--- config.mk ---
export PLATFORM = sky130hd
export DESIGN_NAME = lpif_txrx_x4_master_top
export DESIGN_NICKNAME = d
export VERILOG_FILES = /design/src/lpif_pkg.sv /design/src/ll_auto_sync.sv /design/src/lpif_link_pack.sv /design/src/ll_tx_credit.sv /design/src/lpif_lane_concat.sv /design/src/lpif_txrx_x4_master_top.sv
export SDC_FILE = /design/constraint.sdc
export NUM_CORES = 1
export LEC_CHECK = 0
export ABC_AREA = 1
export BUFFER_PORTS_ARGS = -buffer_cell sky130_fd_sc_hd__buf_2
export CAP_MARGIN = 10
export CORE_AREA = 4 4 253 255
export CTS_CLUSTER_DIAMETER = 30
export DETAILED_ROUTE_END_ITERATION = 8
export DIE_AREA = 0 0 257 259
export PLACE_DENSITY_LB_ADDON = 0.25
export SLEW_MARGIN = 20
export SYNTH_ARGS = -nofsm -noshare
export SYNTH_HDL_FRONTEND = slang
export SYNTH_HIERARCHICAL = 1
export SYNTH_SLANG_ARGS = --single-unit
--- constraint.sdc ---
create_clock -name clk_wr -period 4.75 [get_ports clk_wr]
set_input_delay 0.95 -clock clk_wr [delete_from_list [all_inputs] [get_ports clk_wr]]
set_output_delay 0.95 -clock clk_wr [all_outputs]
set_load 0.02 [all_outputs]
--- src/lpif_pkg.sv ---
////////////////////////////////////////
// Shared widths and structs for the four-lane link
// Imported by the link master blocks
////////////////////////////////////////

package lpif_pkg;

  ////////////////////////////////////////
  // Lane geometry

  // Bits per PHY lane
  localparam int lane_width = 40;
  localparam int num_lanes = 4;
  // Frame bits carried per lane, after strobe, marker and two spare bits
  localparam int slice_width = lane_width - 4;

  // Credit count width
  localparam int credit_width = 8;

  ////////////////////////////////////////
  // Link word, 141 bits

  typedef struct packed {
    logic [3:0]   state;
    logic [1:0]   protid;
    logic [127:0] data;
    logic         dvalid;
    logic [3:0]   crc;
    logic         crc_valid;
    // Word carries a user transfer
    logic         valid;
  } link_word_t;

  // Framed word, 144 bits, spread over the lanes
  typedef struct packed {
    link_word_t word;
    // Word accepted under credit
    logic       frame_valid;
    // One credit handed back to the far side
    logic       credit_rtn;
    logic       rsvd;
  } link_frame_t;

  // One PHY lane
  typedef struct packed {
    logic                   stb;
    logic                   mrk;
    logic [1:0]             rsvd;
    logic [slice_width-1:0] slice;
  } lane_word_t;

  typedef logic [credit_width-1:0] credit_t;

endpackage

--- src/ll_auto_sync.sv ---
////////////////////////////////////////
// Online delay counters and lane 0 marker and strobe
////////////////////////////////////////

module ll_auto_sync #(
  parameter int strobe_period = 16
) (
  input  logic        clk_wr,
  input  logic        reset,
  input  logic        tx_online,
  input  logic        rx_online,
  input  logic [15:0] delay_x_value,
  input  logic [15:0] delay_y_value,
  output logic        tx_online_delay,
  output logic        rx_online_delay,
  output logic        tx_mrk_userbit,
  output logic        tx_stb_userbit
);

  // Strobe counter sized for the period, one bit minimum
  localparam int stb_cnt_width = (strobe_period > 1) ? $clog2(strobe_period) : 1;
  localparam logic [stb_cnt_width-1:0] stb_last = stb_cnt_width'(strobe_period - 1);

  // Index 0 is TX, index 1 is RX
  logic [1:0]  online_in;
  logic [15:0] delay_val [2];
  logic [15:0] dly_cnt [2];
  logic [1:0]  online_q;

  logic [stb_cnt_width-1:0] stb_cnt;

  assign online_in    = {rx_online, tx_online};
  assign delay_val[0] = delay_y_value;
  assign delay_val[1] = delay_x_value;

  ////////////////////////////////////////
  // Delay counters

  // Count up while online, stop at the programmed delay
  // Dropping the input clears count and output at the next edge
  always_ff @(posedge clk_wr) begin
    if (reset) begin
      online_q <= '0;
      for (int i = 0; i < 2; i++) begin
        dly_cnt[i] <= '0;
      end
    end else begin
      for (int i = 0; i < 2; i++) begin
        if (!online_in[i]) begin
          dly_cnt[i]  <= '0;
          online_q[i] <= 1'b0;
        end else if (dly_cnt[i] >= delay_val[i]) begin
          online_q[i] <= 1'b1;
        end else begin
          dly_cnt[i] <= dly_cnt[i] + 16'd1;
        end
      end
    end
  end

  assign tx_online_delay = online_q[0];
  assign rx_online_delay = online_q[1];

  ////////////////////////////////////////
  // Marker and strobe

  // Period counter restarts each time TX comes online
  always_ff @(posedge clk_wr) begin
    if (reset) begin
      stb_cnt <= '0;
    end else if (!tx_online_delay || stb_cnt == stb_last) begin
      stb_cnt <= '0;
    end else begin
      stb_cnt <= stb_cnt + 1'b1;
    end
  end

  // Marker is held for the whole online window
  assign tx_mrk_userbit = tx_online_delay;
  // One pulse at the end of each period
  assign tx_stb_userbit = tx_online_delay && (stb_cnt == stb_last);

  // Strobe stays inside the online window
  // and never closes a period begun before TX came online
  a_stb_online: assert property (@(posedge clk_wr) disable iff (reset)
    tx_stb_userbit |-> tx_online_delay && (strobe_period == 1 || $past(tx_online_delay)))
    else $error("strobe outside the TX online window");

endmodule

--- src/lpif_link_pack.sv ---
////////////////////////////////////////
// Field packing between LPIF channels and the link word
////////////////////////////////////////

module lpif_link_pack (
  // Downstream channel
  input  logic                 [3:0]   dstrm_state,
  input  logic                 [1:0]   dstrm_protid,
  input  logic                 [127:0] dstrm_data,
  input  logic                         dstrm_dvalid,
  input  logic                 [3:0]   dstrm_crc,
  input  logic                         dstrm_crc_valid,
  input  logic                         dstrm_valid,
  output lpif_pkg::link_word_t         tx_word,

  // Received word from the lanes
  input  lpif_pkg::link_word_t         rx_word,
  input  logic                         rx_frame_valid,

  // Upstream channel
  output logic                 [3:0]   ustrm_state,
  output logic                 [1:0]   ustrm_protid,
  output logic                 [127:0] ustrm_data,
  output logic                         ustrm_dvalid,
  output logic                 [3:0]   ustrm_crc,
  output logic                         ustrm_crc_valid,
  output logic                         ustrm_valid
);

  ////////////////////////////////////////
  // Downstream pack

  assign tx_word.state     = dstrm_state;
  assign tx_word.protid    = dstrm_protid;
  assign tx_word.data      = dstrm_data;
  assign tx_word.dvalid    = dstrm_dvalid;
  assign tx_word.crc       = dstrm_crc;
  assign tx_word.crc_valid = dstrm_crc_valid;
  assign tx_word.valid     = dstrm_valid;

  ////////////////////////////////////////
  // Upstream unpack

  // rx_word only loads on a valid frame, so these fields hold between frames
  assign ustrm_state     = rx_word.state;
  assign ustrm_protid    = rx_word.protid;
  assign ustrm_data      = rx_word.data;
  assign ustrm_dvalid    = rx_word.dvalid;
  assign ustrm_crc       = rx_word.crc;
  assign ustrm_crc_valid = rx_word.crc_valid;

  // Frame flag qualified by the word's own valid
  assign ustrm_valid = rx_frame_valid & rx_word.valid;

endmodule

--- src/ll_tx_credit.sv ---
////////////////////////////////////////
// Downstream credit counter and credit return tracking
////////////////////////////////////////

module ll_tx_credit #(
  parameter int max_credit = 255
) (
  input  logic              clk_wr,
  input  logic              reset,
  input  logic              tx_online_delay,
  input  lpif_pkg::credit_t init_downstream_credit,
  input  logic              dstrm_valid,
  input  logic              rx_frame_valid,
  input  logic              rx_credit_rtn,
  output logic              dstrm_ready,
  output logic              take,
  output logic              rtn_pending
);

  import lpif_pkg::*;

  // Credits left for downstream words
  credit_t credit;
  // Returns owed to the far side
  credit_t rtn_cnt;

  assign dstrm_ready = tx_online_delay && (credit != '0);
  assign take        = dstrm_valid && dstrm_ready;
  // One return rides on each transmitted cycle
  assign rtn_pending = tx_online_delay && (rtn_cnt != '0);

  ////////////////////////////////////////
  // Credit counter

  // Reloads while offline, so the initial value is in place
  // in the cycle TX online rises
  always_ff @(posedge clk_wr) begin
    if (reset) begin
      credit <= '0;
    end else if (!tx_online_delay) begin
      credit <= init_downstream_credit;
    end else begin
      case ({take, rx_credit_rtn})
        2'b10:   credit <= credit - 1'b1;
        2'b01:   credit <= credit + 1'b1;
        default: credit <= credit;
      endcase
    end
  end

  // Pending returns, one per received valid frame
  always_ff @(posedge clk_wr) begin
    if (reset) begin
      rtn_cnt <= '0;
    end else begin
      case ({rx_frame_valid, rtn_pending})
        2'b10:   rtn_cnt <= rtn_cnt + 1'b1;
        2'b01:   rtn_cnt <= rtn_cnt - 1'b1;
        default: rtn_cnt <= rtn_cnt;
      endcase
    end
  end

  // A take never wraps the counter
  a_no_underflow: assert property (@(posedge clk_wr) disable iff (reset)
    tx_online_delay && take && !rx_credit_rtn |=> credit < $past(credit))
    else $error("credit counter underflow");

  // Far side never returns more than it was given
  a_max_credit: assert property (@(posedge clk_wr) disable iff (reset)
    tx_online_delay && rx_credit_rtn && !take |-> credit < credit_t'(max_credit))
    else $error("credit counter above max_credit");

endmodule

--- src/lpif_lane_concat.sv ---
////////////////////////////////////////
// Frame striping onto four PHY lanes and reassembly on receive
////////////////////////////////////////

module lpif_lane_concat (
  input  logic                 clk_wr,
  input  logic                 reset,
  input  lpif_pkg::link_word_t tx_word,
  input  logic                 take,
  input  logic                 rtn_pending,
  input  logic                 tx_online_delay,
  input  logic                 rx_online_delay,
  input  logic                 tx_mrk_userbit,
  input  logic                 tx_stb_userbit,
  output lpif_pkg::lane_word_t tx_phy0,
  output lpif_pkg::lane_word_t tx_phy1,
  output lpif_pkg::lane_word_t tx_phy2,
  output lpif_pkg::lane_word_t tx_phy3,
  input  lpif_pkg::lane_word_t rx_phy0,
  input  lpif_pkg::lane_word_t rx_phy1,
  input  lpif_pkg::lane_word_t rx_phy2,
  input  lpif_pkg::lane_word_t rx_phy3,
  output lpif_pkg::link_word_t rx_word,
  output logic                 rx_frame_valid,
  output logic                 rx_credit_rtn
);

  import lpif_pkg::*;

  link_frame_t tx_frame;
  lane_word_t  tx_lane_d [num_lanes];
  lane_word_t  tx_lane_q [num_lanes];

  lane_word_t  rx_lane [num_lanes];
  link_frame_t rx_frame;
  link_word_t  rx_word_q;
  logic        rx_fv_q;
  logic        rx_rtn_q;

  ////////////////////////////////////////
  // Transmit

  always_comb begin
    // Idle cycles send a zero word
    tx_frame.word        = take ? tx_word : '0;
    tx_frame.frame_valid = take;
    tx_frame.credit_rtn  = rtn_pending;
    tx_frame.rsvd        = 1'b0;
    // Lowest slice goes on lane 0
    for (int i = 0; i < num_lanes; i++) begin
      tx_lane_d[i].stb   = 1'b0;
      tx_lane_d[i].mrk   = 1'b0;
      tx_lane_d[i].rsvd  = 2'b00;
      tx_lane_d[i].slice = tx_frame[i*slice_width +: slice_width];
    end
    // Sync bits on lane 0 only
    tx_lane_d[0].stb = tx_stb_userbit;
    tx_lane_d[0].mrk = tx_mrk_userbit;
    // Quiet link while offline
    if (!tx_online_delay) begin
      for (int i = 0; i < num_lanes; i++) begin
        tx_lane_d[i] = '0;
      end
    end
  end

  always_ff @(posedge clk_wr) begin
    if (reset) begin
      for (int i = 0; i < num_lanes; i++) begin
        tx_lane_q[i] <= '0;
      end
    end else begin
      tx_lane_q <= tx_lane_d;
    end
  end

  assign tx_phy0 = tx_lane_q[0];
  assign tx_phy1 = tx_lane_q[1];
  assign tx_phy2 = tx_lane_q[2];
  assign tx_phy3 = tx_lane_q[3];

  ////////////////////////////////////////
  // Receive

  assign rx_lane[0] = rx_phy0;
  assign rx_lane[1] = rx_phy1;
  assign rx_lane[2] = rx_phy2;
  assign rx_lane[3] = rx_phy3;

  // Reassemble the frame from the lane slices
  always_comb begin
    for (int i = 0; i < num_lanes; i++) begin
      rx_frame[i*slice_width +: slice_width] = rx_lane[i].slice;
    end
  end

  // Flags only pass while RX is online
  always_ff @(posedge clk_wr) begin
    if (reset) begin
      rx_fv_q  <= 1'b0;
      rx_rtn_q <= 1'b0;
    end else begin
      rx_fv_q  <= rx_frame.frame_valid & rx_online_delay;
      rx_rtn_q <= rx_frame.credit_rtn & rx_online_delay;
    end
  end

  // Word loads only with a valid frame and holds otherwise
  always_ff @(posedge clk_wr) begin
    if (rx_frame.frame_valid && rx_online_delay) begin
      rx_word_q <= rx_frame.word;
    end
  end

  assign rx_word        = rx_word_q;
  assign rx_frame_valid = rx_fv_q;
  assign rx_credit_rtn  = rx_rtn_q;

  // Spare bits stay zero, sync bits never leave lane 0
  a_lane_rsvd: assert property (@(posedge clk_wr) disable iff (reset)
    (tx_phy0.rsvd | tx_phy1.rsvd | tx_phy2.rsvd | tx_phy3.rsvd) == 2'b00 &&
    {tx_phy1.stb, tx_phy1.mrk, tx_phy2.stb, tx_phy2.mrk, tx_phy3.stb, tx_phy3.mrk} == '0)
    else $error("reserved lane bits set on transmit");

endmodule

--- src/lpif_txrx_x4_master_top.sv ---
////////////////////////////////////////
// Four-lane logic link master, LPIF channels to 40-bit PHY lanes
////////////////////////////////////////

module lpif_txrx_x4_master_top #(
  parameter int strobe_period = 16,
  parameter int max_credit    = 255
) (
  input  logic                 clk_wr,
  input  logic                 reset,

  // Link control
  input  logic                 tx_online,
  input  logic                 rx_online,
  input  lpif_pkg::credit_t    init_downstream_credit,
  input  logic         [15:0]  delay_x_value,
  input  logic         [15:0]  delay_y_value,

  // Downstream channel
  input  logic         [3:0]   dstrm_state,
  input  logic         [1:0]   dstrm_protid,
  input  logic         [127:0] dstrm_data,
  input  logic                 dstrm_dvalid,
  input  logic         [3:0]   dstrm_crc,
  input  logic                 dstrm_crc_valid,
  input  logic                 dstrm_valid,
  output logic                 dstrm_ready,

  // Upstream channel
  output logic         [3:0]   ustrm_state,
  output logic         [1:0]   ustrm_protid,
  output logic         [127:0] ustrm_data,
  output logic                 ustrm_dvalid,
  output logic         [3:0]   ustrm_crc,
  output logic                 ustrm_crc_valid,
  output logic                 ustrm_valid,

  // PHY lanes
  output lpif_pkg::lane_word_t tx_phy0,
  output lpif_pkg::lane_word_t tx_phy1,
  output lpif_pkg::lane_word_t tx_phy2,
  output lpif_pkg::lane_word_t tx_phy3,
  input  lpif_pkg::lane_word_t rx_phy0,
  input  lpif_pkg::lane_word_t rx_phy1,
  input  lpif_pkg::lane_word_t rx_phy2,
  input  lpif_pkg::lane_word_t rx_phy3
);

  import lpif_pkg::*;

  ////////////////////////////////////////
  // Interconnect

  link_word_t tx_word;
  link_word_t rx_word;
  logic       take;
  logic       rtn_pending;
  logic       rx_frame_valid;
  logic       rx_credit_rtn;
  logic       tx_online_delay;
  logic       rx_online_delay;
  logic       tx_mrk_userbit;
  logic       tx_stb_userbit;

  ////////////////////////////////////////
  // Blocks

  // Online sequencing and lane 0 sync bits
  ll_auto_sync #(
    .strobe_period (strobe_period)
  ) ll_auto_sync_i (
    .clk_wr          (clk_wr),
    .reset           (reset),
    .tx_online       (tx_online),
    .rx_online       (rx_online),
    .delay_x_value   (delay_x_value),
    .delay_y_value   (delay_y_value),
    .tx_online_delay (tx_online_delay),
    .rx_online_delay (rx_online_delay),
    .tx_mrk_userbit  (tx_mrk_userbit),
    .tx_stb_userbit  (tx_stb_userbit)
  );

  lpif_link_pack lpif_link_pack_i (
    .dstrm_state     (dstrm_state),
    .dstrm_protid    (dstrm_protid),
    .dstrm_data      (dstrm_data),
    .dstrm_dvalid    (dstrm_dvalid),
    .dstrm_crc       (dstrm_crc),
    .dstrm_crc_valid (dstrm_crc_valid),
    .dstrm_valid     (dstrm_valid),
    .tx_word         (tx_word),
    .rx_word         (rx_word),
    .rx_frame_valid  (rx_frame_valid),
    .ustrm_state     (ustrm_state),
    .ustrm_protid    (ustrm_protid),
    .ustrm_data      (ustrm_data),
    .ustrm_dvalid    (ustrm_dvalid),
    .ustrm_crc       (ustrm_crc),
    .ustrm_crc_valid (ustrm_crc_valid),
    .ustrm_valid     (ustrm_valid)
  );

  // Credit gate on the downstream channel
  ll_tx_credit #(
    .max_credit (max_credit)
  ) ll_tx_credit_i (
    .clk_wr                 (clk_wr),
    .reset                  (reset),
    .tx_online_delay        (tx_online_delay),
    .init_downstream_credit (init_downstream_credit),
    .dstrm_valid            (dstrm_valid),
    .rx_frame_valid         (rx_frame_valid),
    .rx_credit_rtn          (rx_credit_rtn),
    .dstrm_ready            (dstrm_ready),
    .take                   (take),
    .rtn_pending            (rtn_pending)
  );

  lpif_lane_concat lpif_lane_concat_i (
    .clk_wr          (clk_wr),
    .reset           (reset),
    .tx_word         (tx_word),
    .take            (take),
    .rtn_pending     (rtn_pending),
    .tx_online_delay (tx_online_delay),
    .rx_online_delay (rx_online_delay),
    .tx_mrk_userbit  (tx_mrk_userbit),
    .tx_stb_userbit  (tx_stb_userbit),
    .tx_phy0         (tx_phy0),
    .tx_phy1         (tx_phy1),
    .tx_phy2         (tx_phy2),
    .tx_phy3         (tx_phy3),
    .rx_phy0         (rx_phy0),
    .rx_phy1         (rx_phy1),
    .rx_phy2         (rx_phy2),
    .rx_phy3         (rx_phy3),
    .rx_word         (rx_word),
    .rx_frame_valid  (rx_frame_valid),
    .rx_credit_rtn   (rx_credit_rtn)
  );

endmodule

==> summary.txt, run 1 <==
Route
  – Via-to-Cell Ratio: approximately 3.7
  – Drt first pass iters: 4
  – DR WL/cell: 14.2 um
  – DR vias: 10253
  – Routed WL: 39300 um
  – Detailed Route Iter0 Violations: 489
  – Post-route antenna net violation count: 0
  – Drt drc: 0

Final layout
  – Ant diodes: 0
  – Layout cells sized above 1: 41.7%
  – Post-route insts no fill: 2769
  – Area Overhead vs Synth: 31.4%
  – Layout net count: 2259

Setup path
  – FF-to-FF setup slack: 1.90 ns
  – Setup Crit Path Kind: flop to flop
  – Worst r2r src: ll_auto_sync_i/online_q[0]$_SDFFE_PP0P_
  – Worst Setup End Kind: flop
  – CP peak stage delay: 0.42 ns
  – FF-to-FF End: ll_tx_credit_i/rtn_cnt[6]$_SDFFE_PP0P_
  – Cell family with most CP delay: adder cells
  – Setup crit start kind: flop
  – Required @ worst endpoint: between 5 and 6 ns
  – Worst Path Buf+Inv: 4
  – R2r worst-path depth: 14
  – Worst-path maximum fanout: 16
  – Arrival @ worst endpoint: between 3 and 4 ns
  – Critical-path cell list: buf_4, inv_2, a21oi_1, ha_1, inv_1, fa_1, o21ai_0, nand2_1, nand2_1, a21oi_1, nor2_1, nor2_1, a21o_1, inv_1
  – Slowest cell on crit path: fa_1

Timing
  – RSZ-0062 raised after global routing: no
  – Final hold violation count: 0
  – Final WS setup: 1.90 ns
  – Clock Skew: between 0.015 and 0.02 ns
  – Fin crit period: 2.85 ns
  – Worst Tran Pin Value: 0.869 ns
  – Final setup viols: 0
  – Final Cycle Share: approximately 60%
  – WHS: 0.465 ns
  – FMAX: 351 MHz
  – Final TNS setup: 0 ns
  – Slew HR: 42.1%
  – Final Slew Violations: 0

Place
  – Hpwl dp: 30000 um
  – Port bufs: between 600 and 700
  – Placed Cells: 2614
  – Final GP Congestion: 0.856
  – Post-Place Worst Slack: 1.69 ns

Synth
  – Register bit total from synthesis: between 300 and 400
  – Most used DFF post-synth: edfxtp_1
  – Cell variety after synth: between 40 and 50
  – Cell taking the most area after synthesis: edfxtp_1
  – Most frequent cells after synthesis: 297 x buf_4, 246 x inv_1, 207 x nor2_1, 173 x edfxtp_1, 169 x dfxtp_1
  – Synth warn: 6
  – Synth Instances: 1461
  – Largest cells by area after synthesis: edfxtp_1 35%, dfxtp_1 22%, buf_4 15%
  – Top cell type's share of synthesized area: 34.5%
  – Syn avg cell area: 10.3 sq um
  – Post-synth ARST share: 0%
  – EDFF count, synth: between 150 and 200
  – Synthesized area: 15000 sq um
  – Seq/Total Area, Yosys: 57.0%
  – Most frequent cell after synthesis: buf_4

Die
  – Initial Util: about a quarter
  – Num ports: 647
  – Die area: 66600 sq um
  – Die Ht: 259 um
  – Num rows: 91
  – CORE AREA: roughly 62000 sq um
  – Die X: 257 um

Global routing
  – Vias in the first global route: between 10000 and 15000
  – Initial antenna violation count: 6
  – Global route total overflow: 0
  – First-pass GRT wire length: 58800 um
  – Tot GR Track Use: 11.2%
  – Largest net degree at the start of global routing: 85

CTS
  – Clk buf depth: 3
  – Number of CTS-inserted buffers: 84
  – H-tree depth: 3
  – Post-CTS Resized: 0
  – Clock Sink Count: roughly 340
  – Setup Fix Bufs, Post-CTS: 0
  – Worst-Skew Late Latency: 0.59 ns
  – Hold Buf Count CTS: 0
  – CTS clk-pin slew, worst paths: 0.04 ns
  – Clock root buffer: clkbuf_16
  – CTS tree: built

Worst hold path
  – Min-delay src: ll_auto_sync_i/stb_cnt[0]$_SDFF_PP0_
  – Worst hold stages: 1
  – Hold crit path type: flop to flop
  – WHS Endpoint: ll_auto_sync_i/stb_cnt[0]$_SDFF_PP0_

Run status
  – Status: finished, final reports clean

Power and ir drop
  – Leakage: ~9.8 nW
  – Net Sw Power: 1.87 mW
  – VDD IR max: roughly 0.0004 V
  – Sequential power share: 34.2%
  – Comb power frac: 2.8%
  – Clk network pwr share: 62.9%
  – Cell internal pwr: 7.23 mW
  – Sw Ratio: a little over 20%
  – Design Power: 9.10 mW
  – Power density cells: 460 nW/um^2

Run
  – Max_cap viols: 0
[flip-flops by register name, indices dropped and copies added (netlist names)]
name,flops
lpif_lane_concat_i/rx_word,141
lpif_lane_concat_i/tx_phy0,37
lpif_lane_concat_i/tx_phy2,36
ll_auto_sync_i/stb_cnt,4
lpif_lane_concat_i/rx_frame_valid,1
ll_auto_sync_i/dly_cnt,32
ll_tx_credit_i/rtn_cnt,8
ll_tx_credit_i/credit,8
lpif_lane_concat_i/rx_credit_rtn,1
lpif_lane_concat_i/tx_phy3,36
lpif_lane_concat_i/tx_phy1,36
ll_auto_sync_i/online_q,2
[how the worst max path moves through the flow]
stage,start,to,cells after the start
2_1_floorplan,rx_phy0[2],lpif_lane_concat_i/rx_word[0]$_DFFE_PP_,2
3_3_place_gp,delay_x_value[7],ll_auto_sync_i/dly_cnt[1][1]$_SDFFCE_PN0P_,9
3_5_place_dp,delay_x_value[7],ll_auto_sync_i/dly_cnt[1][0]$_SDFFCE_PN0P_,9
4_1_cts,ll_auto_sync_i/online_q[0]$_SDFFE_PP0P_,ll_tx_credit_i/rtn_cnt[6]$_SDFFE_PP0P_,14
5_1_grt,ll_auto_sync_i/online_q[0]$_SDFFE_PP0P_,ll_tx_credit_i/rtn_cnt[6]$_SDFFE_PP0P_,14
6_report,ll_auto_sync_i/online_q[0]$_SDFFE_PP0P_,ll_tx_credit_i/rtn_cnt[6]$_SDFFE_PP0P_,14
[power by group through the flow]
| stage | Sequential (mW) | Clock (mW) | Combinational, mW |
|---|---|---|---|
| 6_report | 3.12 | 5.73 | 0.256 |
| 5_1_grt | 3.11 | 6.06 | 0.293 |
| 4_1_cts | 3.11 | 5.89 | 0.260 |
| 3_5_place_dp | 3.17 | 0 | 0.258 |
| 3_3_place_gp | 3.17 | 0 | 0.253 |
| 2_1_floorplan | 3.17 | 0 | 0.193 |
[layer usage]
metal / GRT usage, % / wire (um)
met5: 0 / 22
met1: 11.8 / 14700
met3: 5.09 / 4050
met4: 4.89 / 1390
met2: 19.5 / 19100
[layout by cell type, fill, tap and decap left out, types with 3 or more instances in the layout]
cell	n
nand2_1	109
dfxtp_1	169
clkinv_1	13
inv_2	5
clkbuf_16	85
clkinv_8	3
nor3_1	8
clkinv_2	14
nand3_1	29
nand3_2	4
nand2_2	5
a21oi_1	32
clkinv_4	6
conb_1	15
nor2_4	5
clkbuf_8	8
inv_6	4
edfxtp_1	173
buf_2	614
nor2_1	207
bufinv_16	11
a21o_1	3
inv_1	245
xnor2_1	12
o21ai_0	18
xor2_1	20
ha_1	49
nand4_1	4
clkbuf_1	10
nor2_2	17
a21oi_2	3
[metrics by stage]
step                      utilization, %  instance area, sq um
final                               32.1                 19800
after global routing                32.1                 19800
after CTS                           32.1                 19800
after detailed placement            27.4                 16900
after global placement              27.4                 16900
after floorplan                        -                 15100
[cells by family after synthesis]
kind of cell,after synthesis,share of synthesized area [%]
compound gates,63,2.33
xor+xnor,32,1.86
simple gates,402,12.0
fa+ha+maj,51,4.34
flops,342,57.0
mux,1,0.0665
other cells,1,0.0249
buf+inv,569,22.4
[final cells by class]
| class | count | area, sq um |
|---|---|---|
| Fill cell | 6320 | 41800 |
| Sequential cell | 342 | 8580 |
| Multi-Input combinational cell | 564 | 3160 |
| Timing Repair Buffer | 618 | 3130 |
| Clock buffer | 103 | 2270 |
| Tap cell | 837 | 1050 |
| Inverter | 253 | 967 |
| Clock inverter | 52 | 622 |
(Power assumes the default switching activity.)
==> inputs of run 2 (changes only) <==
--- a/config.mk
+++ b/config.mk
@@ -5,13 +5,13 @@
 export SDC_FILE = /design/constraint.sdc
 export NUM_CORES = 1
 export LEC_CHECK = 0
-export ABC_AREA = 1
+export ABC_AREA = 0
 export BUFFER_PORTS_ARGS = -buffer_cell sky130_fd_sc_hd__buf_2
 export CAP_MARGIN = 10
-export CORE_AREA = 4 4 253 255
+export CORE_AREA = 4 4 248 250
 export CTS_CLUSTER_DIAMETER = 30
 export DETAILED_ROUTE_END_ITERATION = 8
-export DIE_AREA = 0 0 257 259
+export DIE_AREA = 0 0 252 254
 export PLACE_DENSITY_LB_ADDON = 0.25
 export SLEW_MARGIN = 20
 export SYNTH_ARGS = -nofsm -noshare
==> constraint.sdc (replaced) <==
create_clock -name clk_wr -period 2.3 [get_ports clk_wr]
set_input_delay 0.46 -clock clk_wr [delete_from_list [all_inputs] [get_ports clk_wr]]
set_output_delay 0.46 -clock clk_wr [all_outputs]
set_load 0.02 [all_outputs]
==> run 2 against run 1 <==
  * The flow now finishes with violations (setup timing)
  * Clock skew rose by 0.014 ns
  * Synthesized cell count fell by 16%
  * Cell count down 4.8%
  * Total power rose by 120%
  * Hold slack got worse by 0.41 ns
  * Die area decreased by 3.8%
  * Via count increased by 7.3%
  * Largest power group unchanged
==> summary.txt, run 2 <==
Synth
  – Top cell type's share of synthesized area: 34.0% (-0.55 points)
  – Most frequent cell after synthesis: buf_4
  – Most frequent cells after synthesis: 299 x buf_4, 173 x edfxtp_1, 169 x dfxtp_1, 141 x and4b_1, 49 x ha_1
  – Cell taking the most area after synthesis: edfxtp_1
  – Syn avg cell area: 12.5 sq um (+22%)
  – Synth Instances: 1222 (-16%)
  – Seq/Total Area, Yosys: 56.1% (-0.91 points)
  – EDFF count, synth: 173 (unchanged)
  – Synth warn: 6 (unchanged)
  – Cell variety after synth: 68 (+48%)
  – Most used DFF post-synth: edfxtp_1
  – Register bit total from synthesis: 342 (unchanged)
  – Synthesized area: 15300 sq um (+1.6%)
  – Largest cells by area after synthesis: edfxtp_1 34%, dfxtp_1 22%, buf_4 15%
  – Post-synth ARST share: 0% (unchanged)

Timing
  – Final WS setup: -0.232 ns (-2.13 ns)
  – Final setup viols: 3 (+3)
  – Final Slew Violations: 0 (unchanged)
  – Slew HR: 38.9% (-3.2 points)
  – Fin crit period: 2.53 ns (-0.321 ns)
  – Final hold violation count: 0 (unchanged)
  – FMAX: 395 MHz (+13%)
  – RSZ-0062 raised after global routing: yes
  – Clock Skew: 0.0307 ns (+0.0139 ns)
  – Final Cycle Share: 110% (+50 points)
  – WHS: 0.0557 ns (-0.409 ns)
  – Worst Tran Pin Value: 0.917 ns (+0.0477 ns)

Die
  – Die Ht: 254 um (-1.9%)
  – Num rows: 89 (-2.2%)
  – Initial Util: 25.9% (+1.5 points)
  – CORE AREA: 59000 sq um (-4.2%)
  – Num ports: 647 (unchanged)
  – Die area: 64000 sq um (-3.8%)
  – Die X: 252 um (-1.9%)

Setup path
  – Worst Path Buf+Inv: 1 (-3)
  – FF-to-FF setup slack: -0.23 ns (-2.13 ns)
  – FF-to-FF End: ll_tx_credit_i/rtn_cnt[7]$_SDFFE_PP0P_
  – R2r worst-path depth: 10 (-4)
  – Required @ worst endpoint: 2.76 ns (-2.52 ns)
  – Setup Crit Path Kind: flop to flop
  – Worst r2r src: ll_tx_credit_i/rtn_cnt[4]$_SDFFE_PP0P_
  – Worst Setup End Kind: flop
  – Setup crit start kind: flop
  – Arrival @ worst endpoint: 2.99 ns (-0.39 ns)
  – Slowest cell on crit path: mux2_4
  – CP peak stage delay: 0.32 ns (-0.10 ns)
  – Worst-path maximum fanout: 8 (-8)
  – Crit-path most repeated cell: ha_4
  – Cell family with most CP delay: multiplexers
  – Critical-path cell list: nor4_2, a21oi_2, ha_4, buf_4, ha_4, a211oi_4, nor2_2, o22ai_4, mux2i_2, mux2_4

CTS
  – CTS clk-pin slew, worst paths: 0.04 ns (about the same)
  – CTS tree: built
  – Clock Sink Count: 342 (unchanged)
  – Clk buf depth: 3 (unchanged)
  – Clock root buffer: clkbuf_16
  – Worst-Skew Late Latency: 0.61 ns (+0.02 ns)
  – Number of CTS-inserted buffers: 86 (+2.4%)
  – H-tree depth: 3 (unchanged)

Run
  – Max_cap viols: 0 (unchanged)

Global routing
  – Vias in the first global route: 11300 (+5.0%)
  – Tot GR Track Use: 14.7% (+3.4 points)
  – Global route total overflow: 0 (unchanged)
  – Largest net degree at the start of global routing: 125 (+47%)
  – Initial antenna violation count: 5 (-1)
  – First-pass GRT wire length: 71000 um (+21%)

Final layout
  – Max reg flops: 141 (unchanged)
  – Commonest non-fill, non-tap cell in the layout: buf_2
  – Fin area: 22300 sq um (+13%)
  – Layout cells sized above 1: 48.5% (+6.8 points)
  – Most frequent cells in the layout: 612 x buf_2, 173 x edfxtp_1, 162 x dfxtp_1
  – Area Overhead vs Synth: 45.9%
  – FILL cells: 5793 (-8.3%)
  – Layout net count: 2184 (-3.3%)

Power and ir drop
  – Power density cells: 900 nW/um^2 (+96%)
  – Design Power: 20.1 mW (+120%)
  – Leakage: 10.3 nW (+4.7%)
  – VDD IR max: 0.000732 V (+82%)

Route
  – Via-to-Cell Ratio: 4.17 (+13%)
  – Post-route antenna net violation count: 0 (unchanged)
  – Routed WL: 50700 um (+29%)
  – Drt drc: 0 (unchanged)
  – Detailed Route Iter0 Violations: 490 (+0.20%)
  – DR WL/cell: 19.2 um (+35%)
  – DR vias: 10999 (+7.3%)
  – Drt first pass iters: 4 (unchanged)

Worst hold path
  – WHS Endpoint: lpif_lane_concat_i/rx_word[0]$_DFFE_PP_
  – Hold crit path type: input pin to flop
  – Min-delay src: rx_phy0[3]
  – Worst hold stages: 1 (unchanged)

Place
  – Placed Area: 17600 sq um (+4.3%)
  – Final GP Congestion: 0.783 (-8.5%)
  – Hpwl dp: 37700 um (+26%)
  – Port bufs: 614 (unchanged)

Run status
  – Violated checks: setup timing
  – Status: finished with violations
-- run 2: cell types whose count changed after synthesis, sizes merged, moves of 12 or more --
cell / previous run / this run
inv: 251 / 48
nand2: 116 / 20
nor2: 229 / 43
buf: 315 / 328
nand3: 35 / 17
clkbuf: 1 / 24
and4b: 0 / 141
a21oi: 35 / 23
nor3: 11 / 26
-- run 2: logic make-up after synthesis --
family          after synthesis  share of synthesized area (%)
other cells                   1                         0.0245
compound gates               81                           3.67
mux                           4                          0.270
flops                       342                           56.1
xor+xnor                     40                           2.48
simple gates                303                           15.1
fa+ha+maj                    51                           4.27
buf+inv                     400                           18.0
-- run 2: what timing repair did --
action                     in CTS  in global routing
setup buffers                   1                  5
hold buffers                  127                  2
setup endpoints to repair       6                 23
pin swaps                       8                 18
hold endpoints to repair      127                  2
gates resized for setup        10                 28
-- run 2: stage by stage --
| step | setup TNS, ns | worst slack (ns) | instances | utilization [%] |
|---|---|---|---|---|
| floorplan | -0.141 | -0.0775 | 1236 | - |
| finish | -0.277 | -0.232 | 2637 | 37.8 |
| CTS | -0.199 | -0.190 | 2628 | 37.5 |
| global placement | -2.46 | -0.251 | 2338 | 29.8 |
| global route | -0.795 | -0.314 | 2636 | 37.8 |
| detailed placement | -2.56 | -0.268 | 2338 | 29.8 |
-- run 2: power breakdown --
| group | internal (mW) | switching, mW | total [mW] | leakage [nW] |
|---|---|---|---|---|
| logic | 0.487 | 0.322 | 0.809 | 5.74 |
| clock network | 9.02 | 3.82 | 12.8 | 1.51 |
| registers | 6.42 | 0.0133 | 6.43 | 3.03 |
-- run 2: how the worst max path moves through the flow --
stage,depth (start not counted),startpoint,end
after floorplan,8,ll_tx_credit_i/rtn_cnt[3]$_SDFFE_PP0P_,ll_tx_credit_i/rtn_cnt[7]$_SDFFE_PP0P_
after global placement,8,ll_tx_credit_i/rtn_cnt[7]$_SDFFE_PP0P_,ll_tx_credit_i/rtn_cnt[7]$_SDFFE_PP0P_
after detailed placement,8,ll_tx_credit_i/rtn_cnt[3]$_SDFFE_PP0P_,ll_tx_credit_i/rtn_cnt[7]$_SDFFE_PP0P_
after CTS,8,ll_tx_credit_i/rtn_cnt[0]$_SDFFE_PP0P_,ll_tx_credit_i/rtn_cnt[7]$_SDFFE_PP0P_
after global routing,10,ll_tx_credit_i/rtn_cnt[4]$_SDFFE_PP0P_,ll_tx_credit_i/rtn_cnt[7]$_SDFFE_PP0P_
final,10,ll_tx_credit_i/rtn_cnt[4]$_SDFFE_PP0P_,ll_tx_credit_i/rtn_cnt[7]$_SDFFE_PP0P_
-- run 2: final cells by class --
class | count | area [sq um] | area share (%)
sequential | 342 | 8590 | 38.5
multi-input combinational | 494 | 4370 | 19.6
antenna | 2 | 5.00 | 0.0224
inverter | 48 | 184 | 0.824
clock buffer | 106 | 2400 | 10.8
clock inverter | 56 | 779 | 3.49
tap | 773 | 967 | 4.34
timing repair buffer | 816 | 5010 | 22.5
-- run 2: per-layer routing --
metal | global-route usage, % | up-vias | share of wire (%)
li1 | - | 5251 | -
met1 | 16.0 | 5214 | 37
met2 | 26.1 | 434 | 52
met3 | 4.99 | 94 | 7.6
met4 | 5.83 | 6 | 3.5
met5 | 0 | - | 0.079
